<file path="config.mk">
export PLATFORM = sky130hd
export DESIGN_NAME = read_align
export DESIGN_NICKNAME = d
export VERILOG_FILES = /design/src/rtl/align_ram_pkg.sv /design/src/rtl/read_align.sv
export VERILOG_INCLUDE_DIRS = /design/src /design/src/rtl
export SDC_FILE = /design/constraint.sdc
export NUM_CORES = 1
export LEC_CHECK = 0
export BUFFER_PORTS_ARGS = -buffer_cell sky130_fd_sc_hd__buf_2
export CORE_MARGIN = 2
export CORE_UTILIZATION = 42
export DETAILED_ROUTE_END_ITERATION = 6
export PLACE_DENSITY = 0.91
export SETUP_SLACK_MARGIN = 0.4
export SLEW_MARGIN = 20
export SYNTH_ARGS = -nofsm -noshare
export SYNTH_HDL_FRONTEND = slang
export SYNTH_SLANG_ARGS = --single-unit
</file>
<file path="constraint.sdc">
create_clock -name clk -period 1.3 [get_ports clk]
set_input_delay 0.195 -clock clk [delete_from_list [all_inputs] [get_ports clk]]
set_output_delay 0.195 -clock clk [all_outputs]
set_load 0.03 [all_outputs]
</file>
<file path="src/rtl/align_ram_macros.svh">
`ifndef ALIGN_RAM_MACROS_SVH
`define ALIGN_RAM_MACROS_SVH

// Data word
`define ALIGN_WIDTH 32

// Row geometry. Words per row must stay a power of two
`define ALIGN_NUMWRDS 4
`define ALIGN_BITWRDS 2
`define ALIGN_NUMSROW 256
`define ALIGN_BITSROW 8

// Flat word address is {row, word}
`define ALIGN_BITADDR 10

// Cycles from read request to row data at the memory output
`define ALIGN_SRAM_DELAY 2

`endif

</file>
<file path="src/rtl/align_ram_pkg.sv">
`include "align_ram_macros.svh"

package align_ram_pkg;

  typedef logic [`ALIGN_WIDTH-1:0] word_t;
  typedef logic [`ALIGN_BITSROW-1:0] row_t;
  typedef logic [`ALIGN_BITWRDS-1:0] wsel_t;

  // One full row of data, also used as a row of bit enables
  typedef logic [`ALIGN_NUMWRDS*`ALIGN_WIDTH-1:0] row_data_t;

  typedef struct packed {
    row_t  row;   // High bits select the memory row
    wsel_t word;  // Low bits select the word inside the row
  } addr_fields_t;

  // Same address seen flat by the caller and split by the memory
  typedef union packed {
    logic [`ALIGN_BITADDR-1:0] flat;
    addr_fields_t              f;
  } addr_u;

endpackage

</file>
<file path="src/rtl/read_align.sv">
`timescale 1ns/100ps
`include "align_ram_macros.svh"

module read_align (
  input  logic                     clk,
  input  logic                     rst,
  input  logic                     read,
  input  align_ram_pkg::addr_u     addr,
  input  logic                     fwd,
  input  align_ram_pkg::word_t     fwd_data,
  input  align_ram_pkg::row_data_t mem_dout,
  output align_ram_pkg::word_t     rd_dout,
  output logic                     rd_fwrd,
  output logic                     rd_vld
);

  localparam int LAST = `ALIGN_SRAM_DELAY - 1;

  logic [`ALIGN_SRAM_DELAY-1:0] vld_q;
  logic [`ALIGN_SRAM_DELAY-1:0] fwd_q;
  align_ram_pkg::wsel_t         wsel_q [`ALIGN_SRAM_DELAY];
  align_ram_pkg::word_t         dat_q  [`ALIGN_SRAM_DELAY];

  align_ram_pkg::word_t         mem_word;

  always_ff @(posedge clk) begin
    if (rst) begin
      vld_q <= '0;
    end else begin
      vld_q[0] <= read;
      for (int s = 1; s < `ALIGN_SRAM_DELAY; s++)
        vld_q[s] <= vld_q[s-1];
    end
  end

  // Side information follows the valid bit so several reads can be in flight
  always_ff @(posedge clk) begin
    fwd_q[0]  <= fwd;
    wsel_q[0] <= addr.f.word;
    dat_q[0]  <= fwd_data;
    for (int s = 1; s < `ALIGN_SRAM_DELAY; s++) begin
      fwd_q[s]  <= fwd_q[s-1];
      wsel_q[s] <= wsel_q[s-1];
      dat_q[s]  <= dat_q[s-1];
    end
  end

  assign mem_word = mem_dout[wsel_q[LAST]*`ALIGN_WIDTH +: `ALIGN_WIDTH];

  assign rd_dout = fwd_q[LAST] ? dat_q[LAST] : mem_word;
  assign rd_fwrd = vld_q[LAST] && fwd_q[LAST];  // Forward chain has no reset
  assign rd_vld  = vld_q[LAST];

endmodule

</file>
After elaboration in Yosys (flattened, before gate mapping)

Memory sizes are Yosys's and may differ from the RTL's.
Cells that the tools add are included.

Bits in registers: 4
RAM bits: 68
Logic and storage cells: 7
Memories kept: 2

Shift-type cells: 1
Mux-type cells: 1
Reduce and logical (&&, ||, !) cells: 1

Memories:

| name   | words | width | read ports | clocked after memory_dff | wr ports | RTL line         | text |
|---|---|---|---|---|---|---|---|
| dat_q  | 2     | 32    | 2          | 0                        | 2        | read_align.sv:22 | `` align_ram_pkg::word_t dat_q [`ALIGN_SRAM_DELAY]; `` |
| wsel_q | 2     | 2     | 2          | 0                        | 2        | read_align.sv:21 | `` align_ram_pkg::wsel_t wsel_q [`ALIGN_SRAM_DELAY]; `` |

Operators with widths:

| kind              | number |
|---|---|
| $shiftx 128x8->32 | 1 |
| $mux 32           | 1 |
| $logic_and 1x1->1 | 1 |

Depth between registers and ports, before layout

Word-level depth: 2
Gate-level depth with buffers: 5
Gate-level depth less buffers: 3

Worst setup path before layout

No wires, ideal clock.

Path type: flip-flop to output port
From: register fwd_q[1]
To: output port rd_dout[0]
Arrival time: 1506 ps
Slack: -401 ps
Stages on the path, launching flop included: 5
Buffers on the path: 2
Path through: dfxtp_1 > buf_4 > nor2_2 > buf_2 > a221oi_1

Longest elaborated chain between the ends: 1

RTL lines:

| element                           | RTL line         | text |
|---|---|---|
| from (decl)                       | read_align.sv:20 | `` logic [`ALIGN_SRAM_DELAY-1:0] fwd_q; `` |
| from (signal, indexed assignment) | read_align.sv:42 | `fwd_q[s] <= fwd_q[s-1];` |
| $mux 32                           | read_align.sv:50 | `assign rd_dout = fwd_q[LAST] ? dat_q[LAST] : mem_word;` |
| to (decl)                         | read_align.sv:12 | `output align_ram_pkg::word_t rd_dout,` |

No other way between the ends.

==> impl_metrics.toml <==
[cells_and_area]
multi_input_area_mm2 = 0.00221
fillers = 333
seq_area_mm2 = 0.00145
final_nets = 699
instances_no_fill = 629
synthToLayoutAreaGrowth_pct = 98.3
utilization = 0.864
insertedDiodeCount = 0
drive_gt1_frac = 0.709

[placed_design]
dpl.hpwl_mm = 7.09
post-place-cells = 560
place.gp.congestion = 0.802
portBuffers = 199
dp_slack_ns = -0.245

[sta]
relSlewSlack = 0.740
worstMarginPinSlew_ns = 0.389
finalMaxSlewViolations = 0
fin_crit_sh = 1.46
fin_ws_ns = -0.592
finalSetupViolCount = 33
rsz0062_at_grt = "true"
period_needed_ns = 1.89
hold_viol_final = 0
max_freq_mhz = 529
clock_skew_ns = 0.00814

[yosys]
netlist.area_leader.share = 0.456
synth_area_leaders = "dfxtp_1 46%, a221oi_2 14%, a211oi_2 12%"
syn_nets = 432
synth.distinct_cells = 17
ys.flop_type = "dfxtp_1"
ys_seq_area_frac = 0.456
async_flop_share = 0
synth_edf_count = 0
synth_area_per_cell_um2 = 12.2
synthTopCellsByCount = "72 x dfxtp_1, 34 x nor2b_1, 32 x inv_1, 32 x mux2i_1"
ys_warn_count = 0
syn_inst = 258
synth-seq-cells = 72
synth.cell_area_mm2 = 0.00316
post-synth-top-area-cell = "dfxtp_1"
synth_most_common_cell = "dfxtp_1"

[detailed_routing]
first_pass_iters = 4
vias = 3235
ant_nets = 0
drtIter0Drc = 89
vias_per_cell = 5.14
totalWireLength_mm = 13.5
route.detailed.drc = 0
wl_per_cell_um = 21.4

[setup_path]
reg2reg_slack_ns = 0.78
startpoint_type = "flop"
path_cells = "buf_4, buf_12, mux2i_1, a221oi_4, buf_4"
crit_required_ns = 1.11
cp-end-kind = "primary output"
cpLargestDelayFamily = "buffers and inverters"
slowest_delay_ns = 0.41
crit_fanout = 16
slowest_stage = "dfxtp_4"
path_common_cell = "buf_4"
crit_type = "flop to primary output"
worstPathArrival_ns = 1.70
cp.buffers_inverters = 3

[outcome]
status = "finished with violations"
violations = "negative setup slack"

[clock_tree]
cts.clk_slew.worst_paths_ns = 0.08
ctsHtreeMaxLevel = 3
cts_buffers = 9
clock-sinks = 72
clk-insertion-delay-late_ns = 0.34
cts_tree = "done"
clockBufferDepth = 2
clockRootBuffer = "clkbuf_8"

[global_route]
grt_max_degree = 33
antenna_found_initial = 0
grt_use_total = 0.274
grt_pass1_wl_mm = 17.5
grt_pass1_vias = 3453
gr-total-overflow = 0

[floorplan]
die-width_um = 90.7
die_area_mm2 = 0.00823
die_h_um = 90.7
coreArea_mm2 = 0.00725
row_count = 31
io_pins = 208
start_util = 0.435

[power]
leakage_nw = 2.77
power.density_mw_per_mm2 = 1010
max-vdd-ir-drop_mv = 0.700

[hold_path]
hold_class = "input pin to flop"

[flow_run]
max_cap_violations = 0
## power by group
part	internal [W]	switching (W)	leakage, nW	total [W]
Combinational	0.000988	0.000941	2.05	0.00193
Clock	0.00110	0.000905	0.115	0.00201
Sequential	0.00232	0.0000478	0.608	0.00237
## placed cells by master, fill, tap and decap left out, types with 3 or more instances in the layout
cell type      netlist  layout
a211oi_2            30      14
a211oi_4             0      17
a221oi_4             0      31
buf_12               1       9
buf_2                4     165
buf_4                4      23
buf_6                7      37
clkbuf_16            0       3
clkbuf_8             0       9
dfxtp_1             72      69
dlygate4sd3_1        0      36
inv_1               32      32
mux2i_1             32       7
mux2i_2              0      17
mux2i_4              0       8
nor2b_1             34       9
nor2b_2              0      12
nor2b_4              0      13
## what timing repair did
item                                   4_1_cts  5_1_grt
setup endpoints to repair                   34       34
resized for setup                           84       77
gates cloned                                 2        5
pin swaps                                    1       14
hold buffers                                36        0
endpoints found under the hold margin       36        0
buffers inserted                             2        8
## logic make-up (layout without fill, tap and decap cells)
logic type,Yosys count,count (layout),share of synthesized area
flops,72,72,0.456
compound gates,64,64,0.272
buf+inv,53,325,0.0947
simple gates,37,37,0.0757
mux,32,32,0.101
## flip-flops by register name, indices dropped and copies added, names as in the netlist
signal,cells
fwd_q,2
dat_q,64
vld_q,2
wsel_q,4
## final timing paths
check | startpoint | to | cells past startpoint
worst max-delay path | wsel_q[0][2]$_DFF_P_ | rd_dout[25] | 5
worst min-delay path | read | vld_q[0]$_SDFF_PP0_ | 2
worst max register to register | vld_q[0]$_SDFF_PP0_ | vld_q[1]$_SDFF_PP0_ | 1
worst min register to register | dat_q[0][14]$_DFF_P_ | dat_q[0][46]$_DFF_P_ | 0
## through the flow
step	hold slack (ns)	instance area, um2	TNS, ns	total power [W]
2_1_floorplan	0.223	3680	-2.85	0.00333
3_3_place_gp	0.298	4830	-4.30	0.00374
3_5_place_dp	0.299	4830	-5.28	0.00379
4_1_cts	0.0547	5800	-16.58	0.00606
5_1_grt	0.0731	6260	-18.99	0.00652
6_report	0.0799	6260	-17.37	0.00631
## layer usage
| layer | part of all wire | routed length, um | vias to the layer above | track usage |
|---|---|---|---|---|
| met4 | 0.042 | 561 | 0 | 0.138 |
| met5 | 0 | 0 | - | 0 |
| met1 | 0.36 | 4880 | 1542 | 0.277 |
| met3 | 0.065 | 879 | 47 | 0.0626 |
| met2 | 0.53 | 7170 | 196 | 0.521 |
| li1 | - | - | 1450 | - |
## cell type report
type,instances,area share
Multi-Input combinational cell,133,0.353
Sequential cell,72,0.232
Clock inverter,7,0.0162
Clock buffer,9,0.0198
Timing Repair Buffer,277,0.341
Inverter,32,0.0192
Tap cell,99,0.0198
No activity file was read; power rests on OpenSTA's default activity.
