===== src/rtl/align_ram_macros.svh =====
`ifndef ALIGN_RAM_MACROS_SVH
`define ALIGN_RAM_MACROS_SVH

// Data word
`define ALIGN_WIDTH 32

// Row geometry. Words per row must stay a power of two
`define ALIGN_NUMWRDS 4
`define ALIGN_BITWRDS 2
`define ALIGN_NUMSROW 256
`define ALIGN_BITSROW 8

// Flat word address is {row, word}
`define ALIGN_BITADDR 10

// Cycles from read request to row data at the memory output
`define ALIGN_SRAM_DELAY 2

`endif


===== src/rtl/align_ram_pkg.sv =====
`include "align_ram_macros.svh"

package align_ram_pkg;

  typedef logic [`ALIGN_WIDTH-1:0] word_t;
  typedef logic [`ALIGN_BITSROW-1:0] row_t;
  typedef logic [`ALIGN_BITWRDS-1:0] wsel_t;

  // One full row of data, also used as a row of bit enables
  typedef logic [`ALIGN_NUMWRDS*`ALIGN_WIDTH-1:0] row_data_t;

  typedef struct packed {
    row_t  row;   // High bits select the memory row
    wsel_t word;  // Low bits select the word inside the row
  } addr_fields_t;

  // Same address seen flat by the caller and split by the memory
  typedef union packed {
    logic [`ALIGN_BITADDR-1:0] flat;
    addr_fields_t              f;
  } addr_u;

endpackage


===== src/rtl/write_cache.sv =====
`timescale 1ns/100ps
`include "align_ram_macros.svh"

module write_cache (
  input  logic                     clk,
  input  logic                     rst,
  input  logic                     write_0,
  input  logic                     write_1,
  input  logic                     read_0,
  input  logic                     read_1,
  input  align_ram_pkg::addr_u     addr_0,
  input  align_ram_pkg::addr_u     addr_1,
  input  align_ram_pkg::word_t     din_0,
  input  align_ram_pkg::word_t     din_1,
  output logic                     mem_write_0,
  output logic                     mem_write_1,
  output logic                     mem_read_0,
  output logic                     mem_read_1,
  output align_ram_pkg::row_t      mem_addr_0,
  output align_ram_pkg::row_t      mem_addr_1,
  output align_ram_pkg::row_data_t mem_bw_0,
  output align_ram_pkg::row_data_t mem_bw_1,
  output align_ram_pkg::row_data_t mem_din_0,
  output align_ram_pkg::row_data_t mem_din_1,
  output logic                     fwd_0,
  output logic                     fwd_1,
  output align_ram_pkg::word_t     fwd_data_0,
  output align_ram_pkg::word_t     fwd_data_1
);

  align_ram_pkg::row_t      row_0;
  align_ram_pkg::row_t      row_1;
  align_ram_pkg::wsel_t     wsel_0;
  align_ram_pkg::wsel_t     wsel_1;

  logic                     same_row;
  logic                     cfl_0;    // Port 0 write blocked by a port 1 read of the row
  logic                     cfl_1;
  logic                     hit_0;
  logic                     hit_1;
  logic                     both_wr;
  logic                     ins_0;
  logic                     ins_1;

  // Write lanes and data of each request, already placed in the row
  align_ram_pkg::row_data_t bw_0;
  align_ram_pkg::row_data_t bw_1;
  align_ram_pkg::row_data_t dat_0;
  align_ram_pkg::row_data_t dat_1;

  logic                     cache_vld;
  align_ram_pkg::row_t      cache_row;
  logic [`ALIGN_NUMWRDS-1:0] cache_msk;
  align_ram_pkg::row_data_t cache_dat;
  align_ram_pkg::row_data_t cache_bw;

  logic                     nxt_vld;
  align_ram_pkg::row_t      nxt_row;
  logic [`ALIGN_NUMWRDS-1:0] nxt_msk;
  align_ram_pkg::row_data_t nxt_dat;

  function automatic align_ram_pkg::row_data_t word_mask(input align_ram_pkg::wsel_t sel);
    align_ram_pkg::row_data_t m;
    m = '0;
    m[sel*`ALIGN_WIDTH +: `ALIGN_WIDTH] = '1;
    return m;
  endfunction

  function automatic align_ram_pkg::row_data_t word_place(input align_ram_pkg::word_t w,
                                                          input align_ram_pkg::wsel_t sel);
    align_ram_pkg::row_data_t d;
    d = '0;
    d[sel*`ALIGN_WIDTH +: `ALIGN_WIDTH] = w;
    return d;
  endfunction

  assign row_0  = addr_0.f.row;
  assign row_1  = addr_1.f.row;
  assign wsel_0 = addr_0.f.word;
  assign wsel_1 = addr_1.f.word;

  assign bw_0  = word_mask(wsel_0);
  assign bw_1  = word_mask(wsel_1);
  assign dat_0 = word_place(din_0, wsel_0);
  assign dat_1 = word_place(din_1, wsel_1);

  assign same_row = (row_0 == row_1);
  assign cfl_0    = write_0 && read_1 && same_row;
  assign cfl_1    = write_1 && read_0 && same_row;
  assign both_wr  = write_0 && write_1 && same_row;
  assign hit_0    = cache_vld && (row_0 == cache_row);
  assign hit_1    = cache_vld && (row_1 == cache_row);

  // A write lands in the cache when deferred or when its row is the cached one
  assign ins_0 = write_0 && (cfl_0 || hit_0);
  assign ins_1 = write_1 && (cfl_1 || hit_1);

  always_comb begin
    for (int i = 0; i < `ALIGN_NUMWRDS; i++)
      cache_bw[i*`ALIGN_WIDTH +: `ALIGN_WIDTH] = {`ALIGN_WIDTH{cache_msk[i]}};
  end

  always_comb begin
    nxt_vld = cache_vld;
    nxt_row = cache_row;
    nxt_msk = cache_msk;
    nxt_dat = cache_dat;
    if (cfl_0 || cfl_1) begin
      nxt_vld = 1'b1;
      nxt_row = cfl_0 ? row_0 : row_1;
      if (!(cfl_0 ? hit_0 : hit_1))
        nxt_msk = '0;  // Old row leaves through the flush this cycle
    end
    if (ins_0) begin
      nxt_msk[wsel_0] = 1'b1;
      nxt_dat = (nxt_dat & ~bw_0) | dat_0;
    end
    if (ins_1) begin
      nxt_msk[wsel_1] = 1'b1;
      nxt_dat = (nxt_dat & ~bw_1) | dat_1;  // Port 1 wins on the same word
    end
  end

  always_ff @(posedge clk) begin
    if (rst) begin
      cache_vld <= 1'b0;
      cache_msk <= '0;
    end else begin
      cache_vld <= nxt_vld;
      cache_msk <= nxt_msk;
    end
  end

  always_ff @(posedge clk) begin
    cache_row <= nxt_row;
    cache_dat <= nxt_dat;
  end

  // On a conflict the writing port is free to flush a different cached row
  assign mem_read_0  = read_0;
  assign mem_write_0 = cfl_0 ? (cache_vld && !hit_0) : (write_0 && !both_wr);
  assign mem_addr_0  = cfl_0 ? cache_row : row_0;
  assign mem_bw_0    = cfl_0 ? cache_bw : bw_0;
  assign mem_din_0   = cfl_0 ? cache_dat : dat_0;

  assign mem_read_1  = read_1;
  assign mem_write_1 = cfl_1 ? (cache_vld && !hit_1) : write_1;
  assign mem_addr_1  = cfl_1 ? cache_row : row_1;
  assign mem_bw_1    = cfl_1 ? cache_bw : (both_wr ? (bw_0 | bw_1) : bw_1);
  assign mem_din_1   = cfl_1 ? cache_dat : (both_wr ? ((dat_0 & ~bw_1) | dat_1) : dat_1);

  // Forwarding looks at the cache as it was before this edge
  assign fwd_0      = read_0 && hit_0 && cache_msk[wsel_0];
  assign fwd_1      = read_1 && hit_1 && cache_msk[wsel_1];
  assign fwd_data_0 = cache_dat[wsel_0*`ALIGN_WIDTH +: `ALIGN_WIDTH];
  assign fwd_data_1 = cache_dat[wsel_1*`ALIGN_WIDTH +: `ALIGN_WIDTH];

endmodule


===== config.mk =====
export PLATFORM = sky130hd
export DESIGN_NAME = write_cache
export DESIGN_NICKNAME = d
export VERILOG_FILES = /design/src/rtl/align_ram_pkg.sv /design/src/rtl/write_cache.sv
export VERILOG_INCLUDE_DIRS = /design/src /design/src/rtl
export SDC_FILE = /design/constraint.sdc
export NUM_CORES = 1
export LEC_CHECK = 0
export ABC_CLOCK_PERIOD_IN_PS = 9600
export BUFFER_PORTS_ARGS = -buffer_cell sky130_fd_sc_hd__buf_2
export CORE_AREA = 2 2 265 267
export CTS_CLUSTER_SIZE = 8
export DETAILED_ROUTE_END_ITERATION = 8
export DIE_AREA = 0 0 267 269
export GPL_ROUTABILITY_DRIVEN = 0
export GPL_TIMING_DRIVEN = 1
export PLACE_DENSITY = 0.43
export SLEW_MARGIN = 5
export SYNTH_ARGS = -nofsm -noshare
export SYNTH_HDL_FRONTEND = slang
export SYNTH_SLANG_ARGS = --single-unit

===== constraint.sdc =====
create_clock -name clk -period 9.6 [get_ports clk]
set_input_delay 2.88 -clock clk [delete_from_list [all_inputs] [get_ports clk]]
set_output_delay 2.88 -clock clk [all_outputs]
set_load 0.02 [all_outputs]

### After elaboration in Yosys (flattened, before gate mapping)

Index checks and enable logic that the tools add are counted.

| operators by class | value |
|---|---|
| add/subtract/negate cells | 2 |
| $lt $le $gt $ge | 4 |
| equal/unequal tests | 3 |
| shifts and indexed selects | 8 |
| mux-type cells | 26 |
| bitwise gates (word level) | 15 |
| reductions and logical operators | 25 |

Operator list:

| cell | number |
|---|---|
| $mux W128 | 8 |
| $and A128 B128 Y128 | 7 |
| $or A128 B128 Y128 | 4 |
| $not A128 Y128 | 2 |
| $shift A32 B34 Y128 const A | 2 |
| $shiftx A128 B8 Y32 | 2 |
| $shiftx A32 B34 Y128 | 2 |
| $shiftx A32 B34 Y128 const A | 2 |
| $neg A7 Y34 | 2 |
| $eq A8 B8 Y1 | 3 |
| $mux W8 | 3 |
| $logic_and A1 B1 Y1 | 19 |
| $mux W4 | 4 |
| $or A4 B4 Y4 | 2 |
| $mux W1 | 7 |
| $lt A2 B3 Y1 const B | 2 |
| $bmux W1 S2 | 2 |
| $demux W1 S2 | 2 |
| $ge A2 B1 Y1 const B | 2 |
| $logic_not A1 Y1 | 3 |
| $logic_or A1 B1 Y1 | 3 |

| word-level totals | value |
|---|---|
| register bits | 141 |
| input bits | 90 |
| output and inout bits | 598 |
| logic and storage cells | 87 |

### Longest topological paths before layout

| logic depth | value |
|---|---|
| depth in word-level cells | 10 |
| gate-level depth with buffers | 10 |
| depth with buffers taken out | 7 |

### Worst setup path after synthesis

No wires, ideal clock.

| timing | value |
|---|---|
| path kind | input -> output |
| start point | input addr_0[1] in the netlist's numbering |
| end point | output mem_bw_1[10] |
| arrival | 6.228 ns |
| required time | 6.720 ns |
| setup slack | 0.492 ns |
| stages | 7 |
| buffers on the path | 3 |
| path through | clkbuf_1 > clkbuf_1 > inv_1 > ha_1 > a41oi_1 > o21ai_0 > buf_4 |

| on the way | value |
|---|---|
| longest elaborated chain between the ends | 6 |
| elaborated cells between the ends (all ways) | 7 |
| classes of those cells | add/sub (1); shift (2); mux (2); bitwise (2) |

Ends and longest elaborated chain:

| item | RTL line | text |
|---|---|---|
| start, declared | write_cache.sv:11 | `input align_ram_pkg::addr_u addr_0,` |
| $neg A7 Y34 * | write_cache.sv:65 | `` m[sel*`ALIGN_WIDTH +: `ALIGN_WIDTH] = '1; `` |
| $shiftx A32 B34 Y128 or $shift A32 B34 Y128 (tied branches) | write_cache.sv:65 |  |
| $and A128 B128 Y128 (no source line) * | -- |  |
| $or A128 B128 Y128 * | write_cache.sv:149 | `assign mem_bw_1 = cfl_1 ? cache_bw : (both_wr ? (bw_0 \| bw_1) : bw_1);` |
| $mux W128 * (2 in series) | write_cache.sv:149 |  |
| end, declared | write_cache.sv:22 | `output align_ram_pkg::row_data_t mem_bw_1,` |

Every way passes the cells marked *; elsewhere a longest branch is shown, timed or not.

### Worst setup path in the final report

| timing | value |
|---|---|
| start point | input addr_1[6] in the netlist's numbering |
| end point | output mem_din_1[127] |

| on the way | value |
|---|---|
| longest elaborated chain between the ends | 4 |
| elaborated cells between the ends (all ways) | 5 |
| classes of those cells | eq/ne (1); mux (2); reduce/logical (2) |

Ends and longest elaborated chain:

| item | RTL line | text |
|---|---|---|
| start, declared | write_cache.sv:12 | `input align_ram_pkg::addr_u addr_1,` |
| $eq A8 B8 Y1 * | write_cache.sv:87 | `assign same_row = (row_0 == row_1);` |
| $logic_and A1 B1 Y1 | write_cache.sv:90 | `assign both_wr = write_0 && write_1 && same_row;` |
| $mux W128 | write_cache.sv:150 | `assign mem_din_1 = cfl_1 ? cache_dat : (both_wr ? ((dat_0 & ~bw_1) \| dat_1) : dat_1);` |
| $mux W128 * | write_cache.sv:150 |  |
| end, declared | write_cache.sv:24 | `output align_ram_pkg::row_data_t mem_din_1,` |

Marked as above.

==> results.ini <==
[outcome]
outcome=completed

[layout]
drive_gt1_frac=0.487
fillerInstances=7545
diodes=0
fin_nets=2139
syn2layout_area_growth_pct=23.9

[logic_synthesis]
synth-edff-count=8
synth_ff_type=dfxtp_1
ys_ff_latch=141
ys_warn_count=0
ys_seq_area_frac=0.206
synth_cell_types=44
syn-num-nets=1787
synth_cells=1689
syn_area_per_cell_um2=8.35
syn-cell-area_um2=14100
async_flop_share=0

[worst_setup_path]
critical_path_arrival_ps=5730
slowest_stage=buf_4
rrSetupSlack_ps=6490
cpPeakStageDelay_ps=610
cp-start-kind=input pin
cp_cell_sequence=buf_2 -> xnor2_1 -> nand4_1 -> nor4_2 -> buf_4 -> a32oi_1 -> o21ai_0 -> buf_4 -> buf_2
worst-path-buf-inv=4
crit_required_ps=6720
end_kind=output port
cp_top_family=buffers and inverters
setup.worst_path.class=input pin to output port
cp_max_fo=32

[detailed_routing]
wl_met2_mm=37.7
wl_met3_mm=5.74
vias_per_cell=5.13
wl_per_cell_um=25.8
final_antenna_net_count=0
first_pass_iters=6
wl_mm=77.2
m1WireLength_mm=30.4
vias=15363
drc=0
top_layer=met5
drt_iter0_drc=1278

[sta]
hold_violations=0
setup_slack_ps=987
fmax_mhz=116
slew_viol_final=0
finalSetupViolations=0
fin_skew_ps=18.1
worst_slew_pin_slew_ps=967
rsz0062_at_grt=false
post-route-period-util=0.897
slew_headroom=0.355
min_period_ps=8610
setup_tns_ps=0

[pwr]
p_comb_frac=0.231
power_density_nw_per_um2=95.6
clkPwrFrac=0.412
leakage_nw=7.98
switching_share=0.368
vdd_ir_drop_max_uv=70.7
power.internal_mw=1.05
p_sw_mw=0.615
seqPwrFrac=0.357

[clocking]
post-cts-setup-buffers=0
cts_made_buffers=17
clock_latency_ps=490
clock_path_buffers=2
cts-hold-fix-buffers=0
cts_root_buf=clkbuf_16
cts_sinks=141
clk_pin_slew_ps=70
htreeDepth=4
cts_resized=0
cts_tree=yes

[grt]
grt_pass1_vias=14525
grt_max_degree=109
grt_usage=0.204
grt_pass1_wl_mm=105
overflow=0
antenna_found_initial=4

[worst_hold_path]
hold_path.class=flip-flop to flip-flop

[floorplanning]
io_pins=688
initial_core_util=0.204
die_w_um=267
dieHeight_um=269
placement_rows=97
die_area_um2=71800
core_um2=69300

[placed_design]
port_buffers=687
dpl.hpwl_mm=53.3
place_ws_ps=977

[job]
cap_viol_max_count=0

[routing by layer]
metal | up-vias | track usage
li1 | 6650 | -
met1 | 7550 | 0.247
met2 | 975 | 0.347
met3 | 180 | 0.0393
met4 | 8 | 0.0985
met5 | - | 0
[metrics by stage]
stage	cell area (um^2)	util	instances	hold slack (ps)	total power, mW
after floorplan	14100	-	1689	459	0.902
after global placement	16900	0.244	2962	496	0.997
after detailed placement	16900	0.244	2962	506	0.996
after CTS	17500	0.252	2994	518	1.69
after global routing	17500	0.252	2994	540	1.73
final	17500	0.252	2994	519	1.67
[layout by cell type (no fill, tap or decap), types with 17 or more instances in the layout]
cell type    n
a221o_1    127
buf_4       38
xnor2_1     18
mux2_2     139
a22oi_1    127
clkbuf_16   17
o21ai_0    129
buf_2      685
dfxtp_1    133
and2_1     128
mux4_2      66
nor2_1     132
nand2_1    201
[cells in the mapped netlist (2+ instances only)]
cell type / instances / area [um^2]
o21ai_0: 133 / 666
buf_2: 32 / 160
buf_4: 250 / 1880
a22oi_1: 127 / 953
buf_1: 11 / 41.3
and2_1: 128 / 801
nor2_1: 136 / 510
and3_1: 3 / 18.8
inv_1: 4 / 15.0
xor2_1: 6 / 52.6
a21oi_1: 8 / 40.0
mux2_2: 139 / 1570
nand2_1: 201 / 754
ha_1: 8 / 100
mux4_2: 66 / 1490
dfxtp_1: 133 / 2660
nand4_1: 6 / 37.5
edfxtp_1: 8 / 240
a21boi_1: 3 / 22.5
a221o_1: 127 / 1270
nor3b_1: 2 / 15.0
nor3_1: 4 / 20.0
o21ai_1: 4 / 20.0
nor4b_1: 2 / 17.5
a41oi_1: 4 / 35.0
clkbuf_1: 105 / 394
nor4_1: 5 / 31.3
xnor2_1: 18 / 158
[cell families after synthesis]
group,synth area share
AND/OR/NAND/NOR,0.160
AO/OA/AOI/OAI,0.219
buffers and inverters,0.177
multiplexers,0.216
flip-flops,0.206
XOR/XNOR,0.0149
adder cells (fa/ha/maj),0.00710
[worst reg2reg max path, cell delays in order (launching register included)]
cell and delay, ps:
edfxtp_1 460, xor2_1 200, nor4_1 460, nand4_1 350
a21boi_1 590, nor2_4 250, buf_4 340, a221o_1 350
[power groups by stage]
stage | sequential [mW] | clock, mW | combinational [mW]
2_1_floorplan | 0.608 | 0 | 0.294
3_3_place_gp | 0.610 | 0 | 0.387
3_5_place_dp | 0.610 | 0 | 0.386
4_1_cts | 0.596 | 0.703 | 0.387
5_1_grt | 0.597 | 0.721 | 0.409
6_report | 0.596 | 0.688 | 0.386
[layout make-up]
| type | instances | area, um^2 | share of cell area |
|---|---|---|---|
| Multi-Input combinational cell | 1145 | 8920 | 0.510 |
| Timing Repair Buffer | 732 | 3890 | 0.223 |
| Sequential cell | 141 | 2900 | 0.166 |
| Tap cell | 940 | 1180 | 0.0673 |
| Clock buffer | 17 | 425 | 0.0243 |
| Clock inverter | 15 | 141 | 0.00809 |
| Inverter | 4 | 15.0 | 0.000859 |
[state kept, by name (all words and copies together) (netlist names)]
name and flops:
cache_dat 128, cache_row 8, cache_msk 4, cache_vld 1
[worst paths after layout]
path	start	endpoint	cells past startpoint
setup / recovery	addr_1[6]	mem_din_1[127]	9
hold / removal	cache_msk[1]	cache_msk[1]	2
setup reg to reg	cache_row[4]	cache_dat[116]	7
hold reg to reg	cache_msk[1]	cache_msk[1]	2
No activity file was read; power rests on OpenSTA's default activity.
